### src/logic/divSqrtPkg.sv
/*
 * Divide/square-root shared definitions
 * Width constants, datapath vector types and the sequencer state type
 */
package divSqrtPkg;

  ////////////////////////////////////////
  // Widths
  ////////////////////////////////////////

  // Operand fraction without the hidden one
  localparam int FracBits = 23;
  // Result digits produced by the recurrence
  localparam int DivBits  = FracBits + 2;
  // Residual in Q4 (4 integer bits, DivBits fraction bits)
  localparam int ResBits  = DivBits + 4;

  ////////////////////////////////////////
  // Types
  ////////////////////////////////////////

  typedef logic [FracBits-1:0] fracT;
  // Fraction of the divisor 1.d, DivBits bits
  typedef logic [DivBits-1:0]  divisorT;
  // Residual sum or carry word
  typedef logic [ResBits-1:0]  residualT;
  // On-the-fly result words, U1.DivBits
  typedef logic [DivBits:0]    rootT;

  // Sequencer states
  typedef enum logic [1:0] {
    IDLE,
    BUSY,
    DONE
  } ctrlStateT;

endpackage
### src/logic/divSqrtIf.sv
/*
 * Divide/square-root internal buses
 * Initial operand bus and per-cycle recurrence state bus
 */

// Initial residual, divisor and operation, valid with load
interface divInitIf import divSqrtPkg::*; ();
  residualT x;
  divisorT  dPre;
  logic     sqrt;
  logic     load;

  // Preprocessing drives the operands; load and sqrt come from the top
  modport pre (
    output x,
    output dPre
  );

  modport iter (
    input x,
    input dPre,
    input sqrt,
    input load
  );
endinterface

// Carry-save residual and on-the-fly result words
interface divStateIf import divSqrtPkg::*; ();
  residualT ws;
  residualT wc;
  rootT     u;
  rootT     um;
  // Step enable from the sequencer
  logic     iterEn;

  modport iter (
    output ws, wc, u, um,
    input  iterEn
  );

  modport ctrl (
    output iterEn
  );

  modport post (
    input ws, wc, u, um
  );
endinterface

### src/logic/divSqrtUnit.sv
/*
 * Radix-2 divide/square-root unit
 * Mantissa divide and square root by digit recurrence, start/busy/done control
 */
module divSqrtUnit import divSqrtPkg::*; #(
  parameter int Copies = 1
) (
  input  logic               clk,
  input  logic               reset,
  input  logic               start,
  input  logic               sqrt,
  input  logic               oddExp,
  input  fracT               a,
  input  fracT               b,
  output logic               busy,
  output logic               done,
  output logic [DivBits-1:0] result,
  output logic               sticky
);

  rootT resultFull;

  divInitIf  initBus ();
  divStateIf stateBus ();

  // Operation strobe and mode straight onto the init bus
  assign initBus.load = start;
  assign initBus.sqrt = sqrt;

  divSqrtPreproc preproc (.a, .b, .sqrt, .oddExp, .init(initBus));

  divSqrtCtrl #(.Copies(Copies)) ctrl (
    .clk, .reset, .start, .state(stateBus), .busy, .done
  );

  divSqrtIter #(.Copies(Copies)) iter (.clk, .init(initBus), .state(stateBus));

  divSqrtPostproc postproc (.state(stateBus), .result(resultFull), .sticky);

  // Integer bit and 24 fraction bits, the last bit position is never set
  assign result = resultFull[DivBits:1];

endmodule

### src/logic/divSqrtPostproc.sv
/*
 * Divide/square-root result selection
 * Resolves the residual sign to pick U or UM and forms sticky
 */
module divSqrtPostproc import divSqrtPkg::*; (
  divStateIf.post state,
  output rootT    result,
  output logic    sticky
);

  residualT wSum;
  logic     wNeg;

  ////////////////////////////////////////
  // Final residual
  ////////////////////////////////////////

  // One carry-propagate add of the carry-save pair
  assign wSum = state.ws + state.wc;

  // Negative residual means the last digits overshot by one ulp
  assign wNeg = wSum[ResBits-1];

  ////////////////////////////////////////
  // Result and sticky
  ////////////////////////////////////////

  // UM already holds U minus one ulp
  always_comb begin
    if (wNeg) begin
      result = state.um;
    end else begin
      result = state.u;
    end
  end

  // Any nonzero remainder makes the result inexact
  // a residual of exactly -d never occurs, so a negative one is never exact
  assign sticky = |wSum;

endmodule

### src/logic/divSqrtIter.sv
/*
 * Divide/square-root iteration registers
 * Initial-value muxes, state registers and a chain of Copies radix-2 stages
 */
module divSqrtIter import divSqrtPkg::*; #(
  parameter int Copies = 1
) (
  input  logic    clk,
  divInitIf.iter  init,
  divStateIf.iter state
);

  // Digit weight register, Q2.DivBits
  localparam logic [DivBits+1:0] InitC = {2'b10, {DivBits{1'b0}}};

  residualT           wsReg, wcReg;
  rootT               uReg, umReg;
  logic [DivBits+1:0] cReg;
  divisorT            dReg;
  logic               sqrtReg;
  logic               loadAcc;

  // Chain nodes, index 0 is the register side
  residualT           wsChain [Copies+1];
  residualT           wcChain [Copies+1];
  rootT               uChain  [Copies+1];
  rootT               umChain [Copies+1];
  logic [DivBits+1:0] cChain  [Copies+1];
  divisorT            dBar;

  // A start during an operation is ignored
  assign loadAcc = init.load & ~state.iterEn;

  ////////////////////////////////////////
  // State registers
  ////////////////////////////////////////

  always_ff @(posedge clk) begin
    if (loadAcc) begin
      wsReg   <= init.x;
      wcReg   <= '0;
      // Both modes start with an empty result and weight 1 next
      uReg    <= '0;
      umReg   <= '0;
      cReg    <= InitC;
      dReg    <= init.dPre;
      sqrtReg <= init.sqrt;
    end else if (state.iterEn) begin
      wsReg <= wsChain[Copies];
      wcReg <= wcChain[Copies];
      uReg  <= uChain[Copies];
      umReg <= umChain[Copies];
      cReg  <= cChain[Copies];
    end
  end

  assign dBar = ~dReg;

  ////////////////////////////////////////
  // Recurrence chain
  ////////////////////////////////////////

  assign wsChain[0] = wsReg;
  assign wcChain[0] = wcReg;
  assign uChain[0]  = uReg;
  assign umChain[0] = umReg;
  assign cChain[0]  = cReg;

  for (genvar i = 0; i < Copies; i++) begin : gStage
    divSqrtStage2 stage (
      .d      (dReg),
      .dBar   (dBar),
      .sqrt   (sqrtReg),
      .ws     (wsChain[i]),
      .wc     (wcChain[i]),
      .c      (cChain[i]),
      .u      (uChain[i]),
      .um     (umChain[i]),
      .wsNext (wsChain[i+1]),
      .wcNext (wcChain[i+1]),
      .cNext  (cChain[i+1]),
      .uNext  (uChain[i+1]),
      .umNext (umChain[i+1])
    );
  end

  // State seen by postprocessing
  assign state.ws = wsReg;
  assign state.wc = wcReg;
  assign state.u  = uReg;
  assign state.um = umReg;

endmodule

### src/logic/divSqrtStage2.sv
/*
 * Radix-2 divide/square-root step
 * Digit selection, carry-save residual update and on-the-fly conversion
 */
module divSqrtStage2 import divSqrtPkg::*; (
  input  divisorT            d,
  input  divisorT            dBar,
  input  logic               sqrt,
  input  residualT           ws,
  input  residualT           wc,
  input  logic [DivBits+1:0] c,
  input  rootT               u,
  input  rootT               um,
  output residualT           wsNext,
  output residualT           wcNext,
  output logic [DivBits+1:0] cNext,
  output rootT               uNext,
  output rootT               umNext
);

  logic [4:0] est;
  logic       wZero;
  logic       qp, qm;
  rootT       wt;
  rootT       fPlus, fMinus;
  residualT   addend;
  residualT   ws2, wc2;
  residualT   carry;

  ////////////////////////////////////////
  // Digit selection
  ////////////////////////////////////////

  // Estimate of 2w with one fraction bit
  assign est   = ws[ResBits-2:ResBits-6] + wc[ResBits-2:ResBits-6];
  // Exact zero residual when a^b equals (a|b)<<1
  assign wZero = ((ws ^ wc) == {ws[ResBits-2:0] | wc[ResBits-2:0], 1'b0});

  // +1 for est >= 0, 0 for est == -0.5 or zero residual, else -1
  assign qp = ~est[4] & ~wZero;
  assign qm = est[4] & (est != 5'b11111) & ~wZero;

  ////////////////////////////////////////
  // Subtrahend and residual update
  ////////////////////////////////////////

  // Weight shifts down one place
  // wt marks the digit being placed
  assign cNext = {c[DivBits+1], c[DivBits+1:1]};
  assign wt    = cNext[DivBits:0] & ~c[DivBits:0];

  // Sqrt term u + q*wt/2 uses the free low bits of u and um
  assign fPlus  = u | (wt >> 1);
  assign fMinus = um | wt | (wt >> 1);

  always_comb begin
    if (qp) begin
      // Subtract with the carry-in in the free carry LSB
      addend = sqrt ? ~{3'b000, fPlus} : {4'b1110, dBar};
    end else if (qm) begin
      addend = sqrt ? {3'b000, fMinus} : {4'b0001, d};
    end else begin
      addend = '0;
    end
  end

  assign ws2 = {ws[ResBits-2:0], 1'b0};
  assign wc2 = {wc[ResBits-2:0], qp};

  // 3:2 carry-save adder
  assign carry  = (ws2 & wc2) | (ws2 & addend) | (wc2 & addend);
  assign wsNext = ws2 ^ wc2 ^ addend;
  assign wcNext = {carry[ResBits-2:0], 1'b0};

  ////////////////////////////////////////
  // On-the-fly conversion
  ////////////////////////////////////////

  always_comb begin
    if (qp) begin
      uNext  = u | wt;
      umNext = u;
    end else if (qm) begin
      uNext  = um | wt;
      umNext = um;
    end else begin
      uNext  = u;
      umNext = um | wt;
    end
  end

endmodule

### src/logic/divSqrtCtrl.sv
/*
 * Divide/square-root sequencer
 * Counts the recurrence cycles and produces busy, done and the step enable
 */
module divSqrtCtrl import divSqrtPkg::*; #(
  parameter int Copies = 1
) (
  input  logic  clk,
  input  logic  reset,
  input  logic  start,
  divStateIf.ctrl state,
  output logic  busy,
  output logic  done
);

  // Cycles needed for all result digits
  localparam int N       = (DivBits + Copies - 1) / Copies;
  localparam int CntBits = $clog2(N + 1);

  ctrlStateT          curState;
  logic [CntBits-1:0] count;

  ////////////////////////////////////////
  // State machine and iteration counter
  ////////////////////////////////////////

  always_ff @(posedge clk) begin
    if (reset) begin
      curState <= IDLE;
      count    <= '0;
    end else begin
      case (curState)
        // Start accepted only when not iterating
        IDLE, DONE: begin
          if (start) begin
            curState <= BUSY;
            count    <= CntBits'(N);
          end else begin
            curState <= IDLE;
          end
        end
        BUSY: begin
          count <= count - 1'b1;
          // Last step this cycle
          if (count == CntBits'(1)) begin
            curState <= DONE;
          end
        end
        default: curState <= IDLE;
      endcase
    end
  end

  // Moore outputs, done lasts the single DONE cycle
  assign busy         = (curState == BUSY);
  assign done         = (curState == DONE);
  assign state.iterEn = busy;

endmodule

### src/logic/divSqrtPreproc.sv
/*
 * Divide/square-root operand preprocessing
 * Forms the initial Q4 residual and the divisor fraction
 */
module divSqrtPreproc import divSqrtPkg::*; (
  input  fracT        a,
  input  fracT        b,
  input  logic        sqrt,
  input  logic        oddExp,
  divInitIf.pre       init
);

  residualT xHalf;
  residualT xQuarter;

  ////////////////////////////////////////
  // Initial residual
  ////////////////////////////////////////

  // Division starts from x/2 so the first digit carries weight 1
  // 1.a shifted right once lands in [0.5,1)
  assign xHalf = {4'b0000, 1'b1, a, 1'b0};

  // Square root starts from R/4
  // Even exponent gives R = 1.a, so 1.a/4 sits in [0.25,0.5)
  assign xQuarter = {4'b0000, 2'b01, a};

  // Odd exponent doubles R, which makes R/4 equal to 1.a/2
  always_comb begin
    if (sqrt && !oddExp) begin
      init.x = xQuarter;
    end else begin
      init.x = xHalf;
    end
  end

  ////////////////////////////////////////
  // Divisor
  ////////////////////////////////////////

  // Fraction of 1.b padded out to the residual fraction width
  // The hidden one is restored inside each stage
  assign init.dPre = {b, 2'b00};

endmodule

### config.mk
export PLATFORM = sky130hd
export DESIGN_NAME = divSqrtUnit
export DESIGN_NICKNAME = d
export VERILOG_FILES = /design/src/logic/divSqrtPkg.sv /design/src/logic/divSqrtIf.sv /design/src/logic/divSqrtUnit.sv /design/src/logic/divSqrtPostproc.sv /design/src/logic/divSqrtIter.sv /design/src/logic/divSqrtStage2.sv /design/src/logic/divSqrtCtrl.sv /design/src/logic/divSqrtPreproc.sv
export SDC_FILE = /design/constraint.sdc
export NUM_CORES = 1
export LEC_CHECK = 0
export CAP_MARGIN = 20
export CELL_PAD_IN_SITES_DETAIL_PLACEMENT = 1
export CELL_PAD_IN_SITES_GLOBAL_PLACEMENT = 1
export CORE_MARGIN = 1.5
export CORE_UTILIZATION = 50
export DETAILED_ROUTE_END_ITERATION = 10
export DONT_BUFFER_PORTS = 1
export GPL_TIMING_DRIVEN = 0
export PLACE_DENSITY_LB_ADDON = 0.25
export SETUP_SLACK_MARGIN = 0.15
export SLEW_MARGIN = 20
export SYNTH_ARGS = -nofsm -noshare
export SYNTH_HDL_FRONTEND = slang
export SYNTH_HIERARCHICAL = 1
export SYNTH_SLANG_ARGS = --single-unit
### constraint.sdc
create_clock -name clk -period 7.6 [get_ports clk]
set_clock_uncertainty 0.1 [all_clocks]
set_input_delay 1.14 -clock clk [delete_from_list [all_inputs] [get_ports clk]]
set_output_delay 1.14 -clock clk [all_outputs]
set_load 0.05 [all_outputs]
# Yosys cells after proc, flatten, opt, wreduce, memory -nomap -nowiden
# Index checks and enable logic that the tools add are counted.
[word_totals]
register_bits = 166
wordCells = 72
input_bits = 51
[op_classes]
addsub = 3
bitwise_logic = 24
n_eq_ne = 8
reduce_logical = 11
mux = 17
[op_table]
columns = ["operator", "n"]
rows = [
  ["26-bit 2-to-1 mux", 7],
  ["29-bit 2-to-1 mux", 4],
  ["29-bit XOR", 3],
  ["28-bit AND", 3],
  ["28-bit OR", 3],
  ["26-bit by 25-bit OR with 26-bit output", 2],
  ["26-bit OR", 2],
  ["29-bit adder", 1],
  ["29-bit == test", 1],
  ["26-bit NOT with 29-bit output", 1],
  ["29-bit OR reduction", 1],
  ["26-bit AND", 1],
  ["26-bit NOT", 1],
  ["25-bit 2-to-1 mux", 1],
  ["25-bit NOT", 1],
  ["5-bit one-hot mux with 2 select lines", 1],
  ["2-bit != test, second input constant", 3],
  ["2-bit AND reduction", 3],
  ["2-bit nonzero test", 3],
  ["5-bit adder", 1],
  ["5-bit by 1-bit == test with 1-bit output, second input constant", 1],
  ["5-bit 2-to-1 mux", 1],
  ["5-bit != test, second input constant", 1],
  ["5-bit by 1-bit subtractor with 5-bit output, second input constant", 1],
  ["11 further kinds", 16],
]

# Logic depth before layout (Yosys ltp)
# Gate-level depths: netlist of run 1.
[depth]
word_depth = 10
depth_mapped = 14
mapped_depth_nobuf = 13

# By module
# Netlist of run 1, hierarchy kept.
[by_module_without_submodules]
columns = ["mod", "area_each_um2", "n_inst", "seq_area_each_um2", "cells_each"]
rows = [
  ["divSqrtIter", 7090.6, 1, 3813.7, 693],
  ["divSqrtStage2", 4722.0, 1, 0.0, 715],
  ["divSqrtPostproc", 2401.1, 1, 0.0, 338],
  ["divSqrtPreproc", 594.3, 1, 0.0, 59],
  ["divSqrtCtrl", 390.4, 1, 140.1, 41],
]

# Worst setup path before layout of run 1
# OpenSTA, ideal clock, no wires.
[synth_timing]
path_kind = "flip-flop to output port"
start = "register iter.wsReg[0], in the netlist iter/state.ws[0]"
end = "output port sticky"
slack_ns = 3.372
required_time_ns = 6.360
arrival_ns = 2.988
path_stages_with_launch = 13
cell_sequence = "edfxtp_1 > buf_4 > ha_1 > fa_1 > a211oi_2 > o21bai_1 > a31oi_1 > o21ai_0 > a21oi_1 > xor2_1 > o211ai_1 > nor4_1 > nand3_1"
[synth_via]
elab_chain_cells = 2
[synth_lines]
columns = ["item", "line", "source"]
rows = [
  ["from (decl)", "divSqrtIter.sv:16", "residualT wsReg, wcReg;"],
  ["from (signal assigned)", "divSqrtIter.sv:40", "wsReg <= init.x;"],
  ["from (signal assigned)", "divSqrtIter.sv:49", "wsReg <= wsChain[Copies];"],
  ["29-bit adder", "divSqrtPostproc.sv:19", "assign wSum = state.ws + state.wc;"],
  ["29-bit OR reduction", "divSqrtPostproc.sv:39", "assign sticky = |wSum;"],
  ["to (decl)", "divSqrtUnit.sv:18", "output logic sticky"],
]
# Every way passes these cells.

# Worst setup path in the final report of run 1
# Ends and elaborated chain as after synthesis.

==> results of run 1 <==
==> critical path, cell delays in order (launching register included) <==
cell and delay [ns]:
sky130_fd_sc_hd__edfxtp_1 0.43, sky130_fd_sc_hd__buf_4 0.16, sky130_fd_sc_hd__ha_1 0.23, sky130_fd_sc_hd__fa_1 0.44, sky130_fd_sc_hd__a211oi_2 0.41, sky130_fd_sc_hd__o21ai_0 0.15, sky130_fd_sc_hd__a22oi_1 0.34, sky130_fd_sc_hd__o2111a_1 0.26
sky130_fd_sc_hd__o2111ai_1 0.11, sky130_fd_sc_hd__nor4_1 0.27, sky130_fd_sc_hd__nand4_1 0.17, sky130_fd_sc_hd__nor4_1 0.37, sky130_fd_sc_hd__nand3_1 0.51
==> metrics by stage <==
step | cell area [µm²] | hold slack, ns | std cells | utilization | setup WS [ns]
3_5_place_dp | 15700 | 0.368 | 2238 | 0.528 | 2.62
5_1_grt | 16300 | 0.430 | 2271 | 0.548 | 1.90
2_1_floorplan | 15200 | 0.343 | 1848 | - | 3.37
4_1_cts | 16300 | 0.381 | 2270 | 0.547 | 2.12
6_report | 16300 | 0.376 | 2271 | 0.548 | 2.06
3_3_place_gp | 15700 | 0.356 | 2238 | 0.528 | 2.66
==> sequential cells by signal, indices dropped and copies added, names as in the netlist <==
signal	flops
iter/state.wc	29
iter/state.ws	29
iter/cReg	27
iter/state.u	26
iter/state.um	26
iter/dReg	25
ctrl/count	5
ctrl/curState	2
iter/sqrtReg	1
==> how the worst min path moves through the flow <==
stage | endpoint | cells after the start | start
finish | iter/cReg[0] | 2 | iter/cReg[0]
floorplan | iter/cReg[0] | 2 | iter/cReg[0]
global route | iter/cReg[0] | 2 | iter/cReg[0]
CTS | iter/cReg[0] | 2 | iter/cReg[0]
global placement | iter/cReg[0] | 2 | iter/cReg[0]
detailed placement | iter/cReg[0] | 2 | iter/cReg[0]
==> metal layers <==
| layer | GRT usage | part of all wire | routed length [µm] |
|---|---|---|---|
| met4 | 0.126 | 0.037 | 1790 |
| met1 | 0.373 | 0.42 | 20500 |
| met5 | 0 | 0 | 0 |
| met3 | 0.0410 | 0.042 | 2030 |
| met2 | 0.567 | 0.50 | 24500 |
==> layout by cell type, fill, tap and decap left out, types with 55 or more instances in the layout <==
master and instances:
sky130_fd_sc_hd__o21ai_0 140, sky130_fd_sc_hd__nor2_1 138, sky130_fd_sc_hd__buf_4 167, sky130_fd_sc_hd__inv_1 174, sky130_fd_sc_hd__clkbuf_1 66, sky130_fd_sc_hd__ha_1 63, sky130_fd_sc_hd__mux2_4 66, sky130_fd_sc_hd__nand2_1 167
sky130_fd_sc_hd__a31oi_1 58, sky130_fd_sc_hd__nand2b_1 144, sky130_fd_sc_hd__edfxtp_1 55, sky130_fd_sc_hd__dfxtp_1 115
==> layout make-up <==
cell class	instances	area, µm²
Clock buffer	21	440
Sequential cell	170	3950
Inverter	175	657
Tap cell	390	488
Fill cell	3664	13400
Multi-Input combinational cell	1232	8750
Buffer	271	1830
Clock inverter	11	146
Timing Repair Buffer	1	5.00
==> results by stage, run 1 <==
STA:
- Setup repair after global routing left no endpoint under its margin.
- The final period demand of the worst path is 5.54 ns.
- At the pin with the least slew margin, the transition time is 1.03 ns.
- For this run, the top clock speed supported by timing is between 150 and 200 MHz.
- The worst slew margin relative to its limit is 0.305.
- Dividing the final minimum period by the clock period gives 0.729.
- Summed over all failing endpoints, the final setup total negative slack is 0 ns.
- The number of setup violations in the final report is 0.
- The final max-slew violation count was 0.
- The hold violation count in the final report is 0.

Floorplanning:
- The initial cell density of the core is 0.511.
- The height of the die is 177 µm.
- The placeable core area is 29700 µm².
- The floorplan has 63 rows.
- In this run the horizontal extent of the chip is around 180 µm.
- 79 I/O pins were placed.
- The floorplan step defined a die boundary enclosing 31400 µm².

CTS:
- Counting along the longest clock path gives a buffer depth of 2.
- The number of resized instances in the post-cts repair step is 0.
- Hold repair after CTS inserted 0 buffers.
- The clock root buffer master is sky130_fd_sc_hd__clkbuf_16.
- The TritonCTS sink count is 170.
- After clock tree synthesis, the clock-pin slew on the worst setup and hold paths is roughly 0.070 ns.
- The worst-skew pair later-pin latency is approximately 0.44 ns.
- The number of H-tree levels is 4.
- The CTS buffer count is 17.
- TritonCTS built the clock tree.
- The post-CTS setup buffer count is 0.

Detailed routing:
- The number of nets with antenna violations after routing is 0.
- Across all layers, the routed design uses roughly 13000 vias.
- In the routed design, unresolved DRC markers number 0.
- The routed length per instance is 21.5 µm.
- The total wire length is 48800 µm.
- The first-pass iteration count of the detailed router is 5.
- The detailed router finished its first iteration with 790 violations.
- The via-per-instance ratio is slightly below 6.

Layout:
- The layout cell share with drive strength beyond 1 is 0.177.
- Compared with the post-synthesis result, the final layout area differs by 7.26%.
- The number of antenna diodes in the final layout is 0.
- The final-stage net count is 2011.

Synth:
- The mean cell area of the mapped netlist is a little over 8 µm².
- In the synthesized netlist, the number of instances is 1843.
- The total number of yosys warnings is 6.
- The cell area after synthesis is 15200 µm².

GRT:
- The largest net degree at the start of global routing is 30.
- The global-route wire length before repair is 76300 µm.
- The overall fraction of global-route tracks in use is 0.314.
- The overall overflow remaining after global route is 0.
- The initial antenna violation count is 0.
- The number of global-route vias before repair came to 14000.

Critical path:
- Along the worst path, the maximum fanout reaches 5.
- The data required time at the worst endpoint is 6.36 ns.
- The launch point of the critical path is iter/state.ws[0].
- The critical path launch point type is a register.
- The type of the worst setup path is register to output pin.
- The path depth of the worst reg2reg path is 12.
- The endpoint identified for the worst register-to-register timing path is iter/state.ws[6].
- The critical path capture point is sticky.
- The startpoint of the worst-slack reg-to-reg timing path is iter/state.wc[23].
- Data on the critical path arrives at its endpoint at 4.30 ns.
- STA classifies the critical path endpoint as an output pin.
- The flop-to-flop setup slack is 2.86 ns.

Hold path:
- The min-delay analysis places its worst path in the category register to register.

Placement:
- The congestion estimate from routability-driven global placement came to 0.881.
- The number of buffers added on ports is 0.
- The detailed placement HPWL is 37200 µm.

Job:
- The tool flagged a number of max-cap violations equal to 0.

Outcome:
- The flow ran to the end, and the final reports show no timing, DRC or antenna violations.
Power of run 1 is not shown: default switching activity piles up to over one toggle a cycle in this logic, so the estimate is an artifact.
==> run 2, diff against run 1 <==
Settings changed: ABC_AREA set to 1, CORE_UTILIZATION 50 to 47.
Clock period 7.6 ns to 5.2 ns, I/O delays scaled along.
==> results by stage, run 2 <==
Floorplanning:
- The die covers roughly 33000 µm².
- During I/O placement, the number of pins put on the boundary was 79.
- In this run the vertical extent of the chip is 182 µm.
- The floorplan step defined a core boundary enclosing between 30000 and 40000 µm².
- The initial cell density of the core is 0.478.
- In this run the core area contains 65 standard-cell rows.
- The die outline width is 182 µm.

Placement:
- The detailed placement HPWL is 40100 µm.
- The placer's final routability congestion estimate is 0.933.
- The number of buffers added on ports is 0.

Synth:
- The mean cell area of the mapped netlist is 6.31 µm².
- The mapped netlist covers approximately 15000 µm².
- The total number of yosys warnings is 6.
- The synthesized netlist cell count is 2400.

Detailed routing:
- For this block, the routed nets add up to 51400 µm of wire.
- The iteration-0 DRC count of the detailed router is 690.
- The routed via count is between 10000 and 15000.
- The count of unresolved DRC violations after routing is 0.
- Using the TritonRoute via totals, the vias-per-cell ratio works out to 5.24.
- The pre-antenna-repair detailed-routing pass consisted of 5 iterations.
- The routed length per instance is 18.1 µm.
- The number of nets with antenna violations after routing is 0.

CTS:
- The worst-skew pair later-pin latency is between 0.4 and 0.5 ns.
- The clock root buffer master is sky130_fd_sc_hd__clkbuf_16.
- TritonCTS built the clock tree.
- The TritonCTS sink count is 170.
- The post-CTS setup buffer count is 0.
- After clock tree synthesis, the clock-pin slew on the worst setup and hold paths is 0.06 ns.
- The CTS buffer count is 17.
- The H-tree was split into 4 levels.
- For this design, the CTS-stage hold fixing added 0 buffers.
- The number of resized instances in the post-cts repair step is 0.
- Counting along the longest clock path gives a buffer depth of 2.

GRT:
- The number of global-route vias before repair is 15900.
- The global-route wire length before repair is just over 80000 µm.
- The largest net degree at the start of global routing is 30.
- The initial antenna violation count was 0.
- The overall overflow remaining after global route is 0.
- For met3 alone, demand over resource in global routing was 0.0369.
- The most used routing layer in global routing is met2.
- The overall fraction of global-route tracks in use is 0.319.
- The global routing usage on met2 is 0.590.
- The met1 global-route usage is 0.359.

Critical path:
- The startpoint of the worst-slack reg-to-reg timing path is iter/state.wc[23].
- The worst register-to-register path has a depth of 17.
- The worst flop-to-flop path endpoint is iter/state.ws[10].
- STA classifies the critical path startpoint as a register.
- The element type at the critical path end is an output pin.
- The flop-to-flop setup slack is 1.44 ns.
- The critical path is of the register to output pin type.
- The data required time at the worst endpoint is about 4.3 ns.
- Along the worst path, the maximum fanout reaches 10.
- At the worst endpoint, the arrival time is between 3 and 4 ns.

Outcome:
- The flow ran to the end, and the final reports show no timing, DRC or antenna violations.

Job:
- The max-cap violation count is 0.

STA:
- The worst slew margin relative to its limit is 0.367.
- The peak clock frequency supported by timing is 240 MHz.
- The final max-slew violation count is 0.
- The hold violation count in the final report came to 0.
- The final hold slack is 0.304 ns.
- In the final timing run, aggregate negative setup slack is 0 ns.
- The pin slew with the least headroom to its limit is around 0.95 ns.
- Setup repair after global routing left no endpoint under its margin.
- The number of setup violations in the final report is 0.
- The worst path in the final design needs a cycle of between 4 and 5 ns, including I/O delays and setup.
- The share of the clock period used by the worst path is 0.800.

Layout:
- Relative to the synthesized area, the layout overhead comes to 7.42%.
- In the layout the commonest cells are sky130_fd_sc_hd__nand2_1 (903), sky130_fd_sc_hd__inv_1 (335), sky130_fd_sc_hd__nand3_1 (188).
- The antenna cell count is 0.
- The most common cell after layout, fill and taps aside is sky130_fd_sc_hd__nand2_1.
- After filler insertion, the fill cell instance count of the layout stands at 4421.
- For this run, the share of the core covered by cells in the final layout is 0.514.
- The layout cell share with drive strength beyond 1 is 0.134.
- The final-stage net count is roughly 2600.

Hold path:
- The launch instance of the worst min-delay path is reset.
- In this run the worst hold path is classified as input port to register.
- The worst hold path terminates at ctrl/curState[0].
- The worst hold path cell count is 1.
-- run 2: area by class of cell --
| type | instances | area, µm² | area share |
|---|---|---|---|
| inverters | 348 | 1310 | 0.0808 |
| well taps | 402 | 503 | 0.0309 |
| flip-flops and latches | 170 | 3950 | 0.243 |
| clock buffers | 25 | 487 | 0.0299 |
| plain buffers | 251 | 1730 | 0.107 |
| clock inverters | 7 | 115 | 0.00708 |
| multi-input cells | 1636 | 8160 | 0.502 |
-- run 2: stage by stage --
step	std cells	instance area, µm²	worst slack [ns]
3_3_place_gp	2807	15700	1.56
6_report	2839	16300	1.04
2_1_floorplan	2405	15200	1.96
4_1_cts	2839	16300	1.01
3_5_place_dp	2807	15700	1.48
5_1_grt	2839	16300	0.853
-- run 2: worst max path at each step --
stage / depth (start not counted) / slack, ns / start / end
global route: 14 / 0.85 / iter/state.ws[0] / sticky
detailed placement: 17 / 1.48 / iter/state.ws[0] / sticky
finish: 15 / 1.04 / iter/state.ws[0] / result[6]
floorplan: 17 / 1.96 / iter/state.ws[0] / result[10]
CTS: 17 / 1.01 / iter/state.ws[0] / sticky
global placement: 15 / 1.56 / iter/state.ws[0] / result[6]
-- run 2: critical path: stages (launching register included) --
cell and delay, ns:
sky130_fd_sc_hd__edfxtp_1 0.44, sky130_fd_sc_hd__buf_4 0.17, sky130_fd_sc_hd__ha_1 0.25, sky130_fd_sc_hd__fa_1 0.39, sky130_fd_sc_hd__nand2_1 0.10, sky130_fd_sc_hd__nand2_1 0.12
sky130_fd_sc_hd__nand3_2 0.12, sky130_fd_sc_hd__nand2_2 0.08, sky130_fd_sc_hd__nand2_2 0.08, sky130_fd_sc_hd__nand2_4 0.08, sky130_fd_sc_hd__nand4_4 0.08, sky130_fd_sc_hd__nand3_2 0.12
sky130_fd_sc_hd__nand2_8 0.18, sky130_fd_sc_hd__buf_4 0.25, sky130_fd_sc_hd__nand2_1 0.10, sky130_fd_sc_hd__nand2_2 0.26
-- run 2: per-layer routing --
| metal | vias to the layer above | wire [µm] |
|---|---|---|
| met3 | 140 | 1870 |
| met2 | 369 | 26100 |
| met1 | 7124 | 21000 |
| met5 | - | 0 |
| met4 | 0 | 2500 |
| li1 | 7249 | - |
Power of run 2 is left out for the same reason.
==> run 3, diff against run 2 <==
Settings changed: CORE_UTILIZATION 47 to 42.
Clock period 5.2 ns to 3.4 ns, I/O delays scaled along.
==> results by stage, run 3 (synthesized netlist as in run 2, its figures left out) <==
Outcome:
- The flow ran to the end, but the final reports show violations.
- The checks that failed: negative setup slack.

GRT:
- For this run, the total global-route usage over all layers was measured as 0.292.
- The largest net degree at the start of global routing is 30.
- The first global-routing pass estimated between 80000 and 90000 µm of wire.
- For this run the aggregate overflow at the end of global routing stands at 0.
- The initial antenna violation count is 0.
- The number of global-route vias before repair was 15800.
- In the global route stage, met2 resource usage came out at 0.543.
- The most used routing layer in global routing is met2.
- In the global route stage, met1 resource usage came out at 0.330.
- In the global route stage, met3 resource usage came out at 0.0364.

STA:
- In the post-route analysis, the smallest setup slack over all paths is -0.178 ns.
- Setup repair after global routing could not meet its margin everywhere.
- The final max-slew violation count was 0.
- The pin slew with the least headroom to its limit is 0.904 ns.
- The hold violation count in the final report came to 0.
- In the finished design, the share of the clock period the worst path needs comes to 1.05.
- The number of setup violations in the final report is 40.
- Headroom to the max-slew limit came out at 0.395.
- The summed negative setup slack over all endpoints is -4.78 ns.
- For this run, the top clock speed supported by timing is between 200 and 300 MHz.
- The final period demand of the worst path is 3.58 ns.

Critical path:
- For the worst setup path, the data arrival time is between 2 and 3 ns.
- For flop-to-flop paths, the worst setup slack is -0.09 ns.
- The type of the worst setup path is register to output pin.
- Data on the critical path is required at its endpoint by 2.79 ns.
- The worst flop-to-flop path endpoint is iter/state.ws[10].
- The path depth of the worst reg2reg path is 20.
- STA classifies the critical path endpoint as an output pin.
- The startpoint of the worst-slack reg-to-reg timing path is iter/state.ws[23].
- The critical path launch point type is a register.
- The largest fanout of any net on the critical path is 7.

Detailed routing:
- The first detailed-routing pass took 5 iterations.
- The routed length per instance is ~19 µm.
- For this run, design rule violations remaining after detail routing come to 0.
- The via-per-instance ratio is 5.18.
- The routed via count is 15200.
- The iteration-0 DRC count of the detailed router is 809.
- In this run the remaining antenna-violating nets after routing total 0.
- The total wire length is ~55000 µm.

Floorplanning:
- The floorplan step set the die width to 193 µm.
- The die covers 37200 µm².
- The count of pins on the block boundary is 79.
- The height of the die is roughly 190 µm.
- The placement row count is between 60 and 70.
- The placeable core area is 35500 µm².
- For this configuration, the core starts out at a cell density of 0.427.

Layout:
- The library cell used most frequently in the layout, excluding fill and tap cells, is sky130_fd_sc_hd__nand2_1.
- The layout cell share with drive strength beyond 1 is 0.217.
- The number of filler instances in the final layout is 4702.
- Compared with the post-synthesis result, the final layout area differs by 19.7%.
- In the layout the commonest cells are sky130_fd_sc_hd__nand2_1 (831), sky130_fd_sc_hd__inv_1 (325), sky130_fd_sc_hd__buf_4 (205).
- After the last flow step, the layout net total stands at 2610.
- The filler-free cell count of the finished design is 2941.
- 0 antenna diodes ended up in the layout.

CTS:
- In this run the deepest clock path goes through 2 buffers.
- The number of clock buffers added by TritonCTS is 17.
- The CTS tree is yes.
- The TritonCTS sink count is 170.
- Clock latency on the worst-skew pair, taken at its later pin, is 0.44 ns.
- The clock root buffer master is sky130_fd_sc_hd__clkbuf_16.
- The number of hold buffers added after CTS was 0.
- Clock-pin slew was measured on the worst setup and hold paths at 0.07 ns.
- The number of H-tree levels is 4.

Placement:
- After detailed placement, the design holds a cell count of 2866.
- Input and output buffers added on the ports amount to 0.
- The placer's final routability congestion estimate is 0.919.
- Once detailed placement completed, the half-perimeter wirelength came to 40200 µm.

Hold path:
- In this run the worst hold path is classified as input port to register.
- The launch instance of the worst min-delay path is reset.
- The path with the worst hold slack has its endpoint at ctrl/count[2].
- Along the worst hold path, the cell count comes to 1.

Job:
- Across the run, the number of max-cap violations was 0.
run 3: changes by cell type in the layout (fill, tap and decap cells not counted), sizes merged:
cell,previous run,this run
buf,222,265
clkbuf,54,48
inv,347,351
bufinv,3,1
clkinv,3,5
clkinvlp,2,4
run 3: worst max-delay path by stage:
stage / startpoint / to / slack, ns
2_1_floorplan: iter/state.ws[0] / result[10] / 0.43
3_3_place_gp: iter/state.ws[23] / iter/state.ws[8] / -0.20
3_5_place_dp: iter/state.ws[23] / iter/state.ws[8] / -0.36
4_1_cts: iter/state.ws[0] / result[10] / -0.15
5_1_grt: iter/state.ws[3] / result[15] / -0.27
6_report: iter/state.ws[0] / result[13] / -0.18
run 3: final cells by class:
class / count / area [µm²] / area share
inverter: 348 / 1330 / 0.0732
sequential: 170 / 3960 / 0.218
clock inverter: 13 / 119 / 0.00656
clock buffer: 19 / 443 / 0.0244
tap: 461 / 577 / 0.0318
buffer: 250 / 1880 / 0.104
timing repair buffer: 44 / 468 / 0.0258
multi-input combinational: 1636 / 9350 / 0.516
run 3: critical path: stages (launching register included):
cell	delay (ns)
sky130_fd_sc_hd__edfxtp_1	0.45
sky130_fd_sc_hd__buf_6	0.15
sky130_fd_sc_hd__ha_4	0.16
sky130_fd_sc_hd__fa_2	0.38
sky130_fd_sc_hd__nand2_2	0.10
sky130_fd_sc_hd__nand2_4	0.08
sky130_fd_sc_hd__nand3_4	0.09
sky130_fd_sc_hd__nand2_4	0.07
sky130_fd_sc_hd__nand2_4	0.08
sky130_fd_sc_hd__nand2_4	0.08
sky130_fd_sc_hd__nand4_4	0.09
sky130_fd_sc_hd__nand2_2	0.07
sky130_fd_sc_hd__nand2_4	0.09
sky130_fd_sc_hd__nand2_8	0.11
sky130_fd_sc_hd__inv_12	0.14
sky130_fd_sc_hd__clkbuf_16	0.19
sky130_fd_sc_hd__nand2_4	0.07
sky130_fd_sc_hd__nand2_8	0.10
run 3: layer usage:
layer | vias to the layer above | wire length [µm]
met5 | - | 0
met4 | 0 | 2790
met3 | 151 | 2110
met2 | 398 | 28000
met1 | 7361 | 22100
li1 | 7330 | -
run 3: timing repair:
item | in CTS | in global routing
cloned | 3 | 2
pin swaps | 48 | 64
buffers inserted | 24 | 15
endpoints found under the setup margin | 77 | 82
gates resized for setup | 178 | 155
run 3: per-stage QoR:
stage	cell area, µm²	setup WS, ns	utilization	hold WS [ns]
after CTS	17300	-0.151	0.488	0.0112
after global placement	15700	-0.199	0.443	0.334
after floorplan	15200	0.425	-	0.320
final	18100	-0.178	0.511	0.0350
after detailed placement	15700	-0.361	0.443	0.342
after global routing	18100	-0.271	0.511	0.0125
Power of run 3 is left out for the same reason.
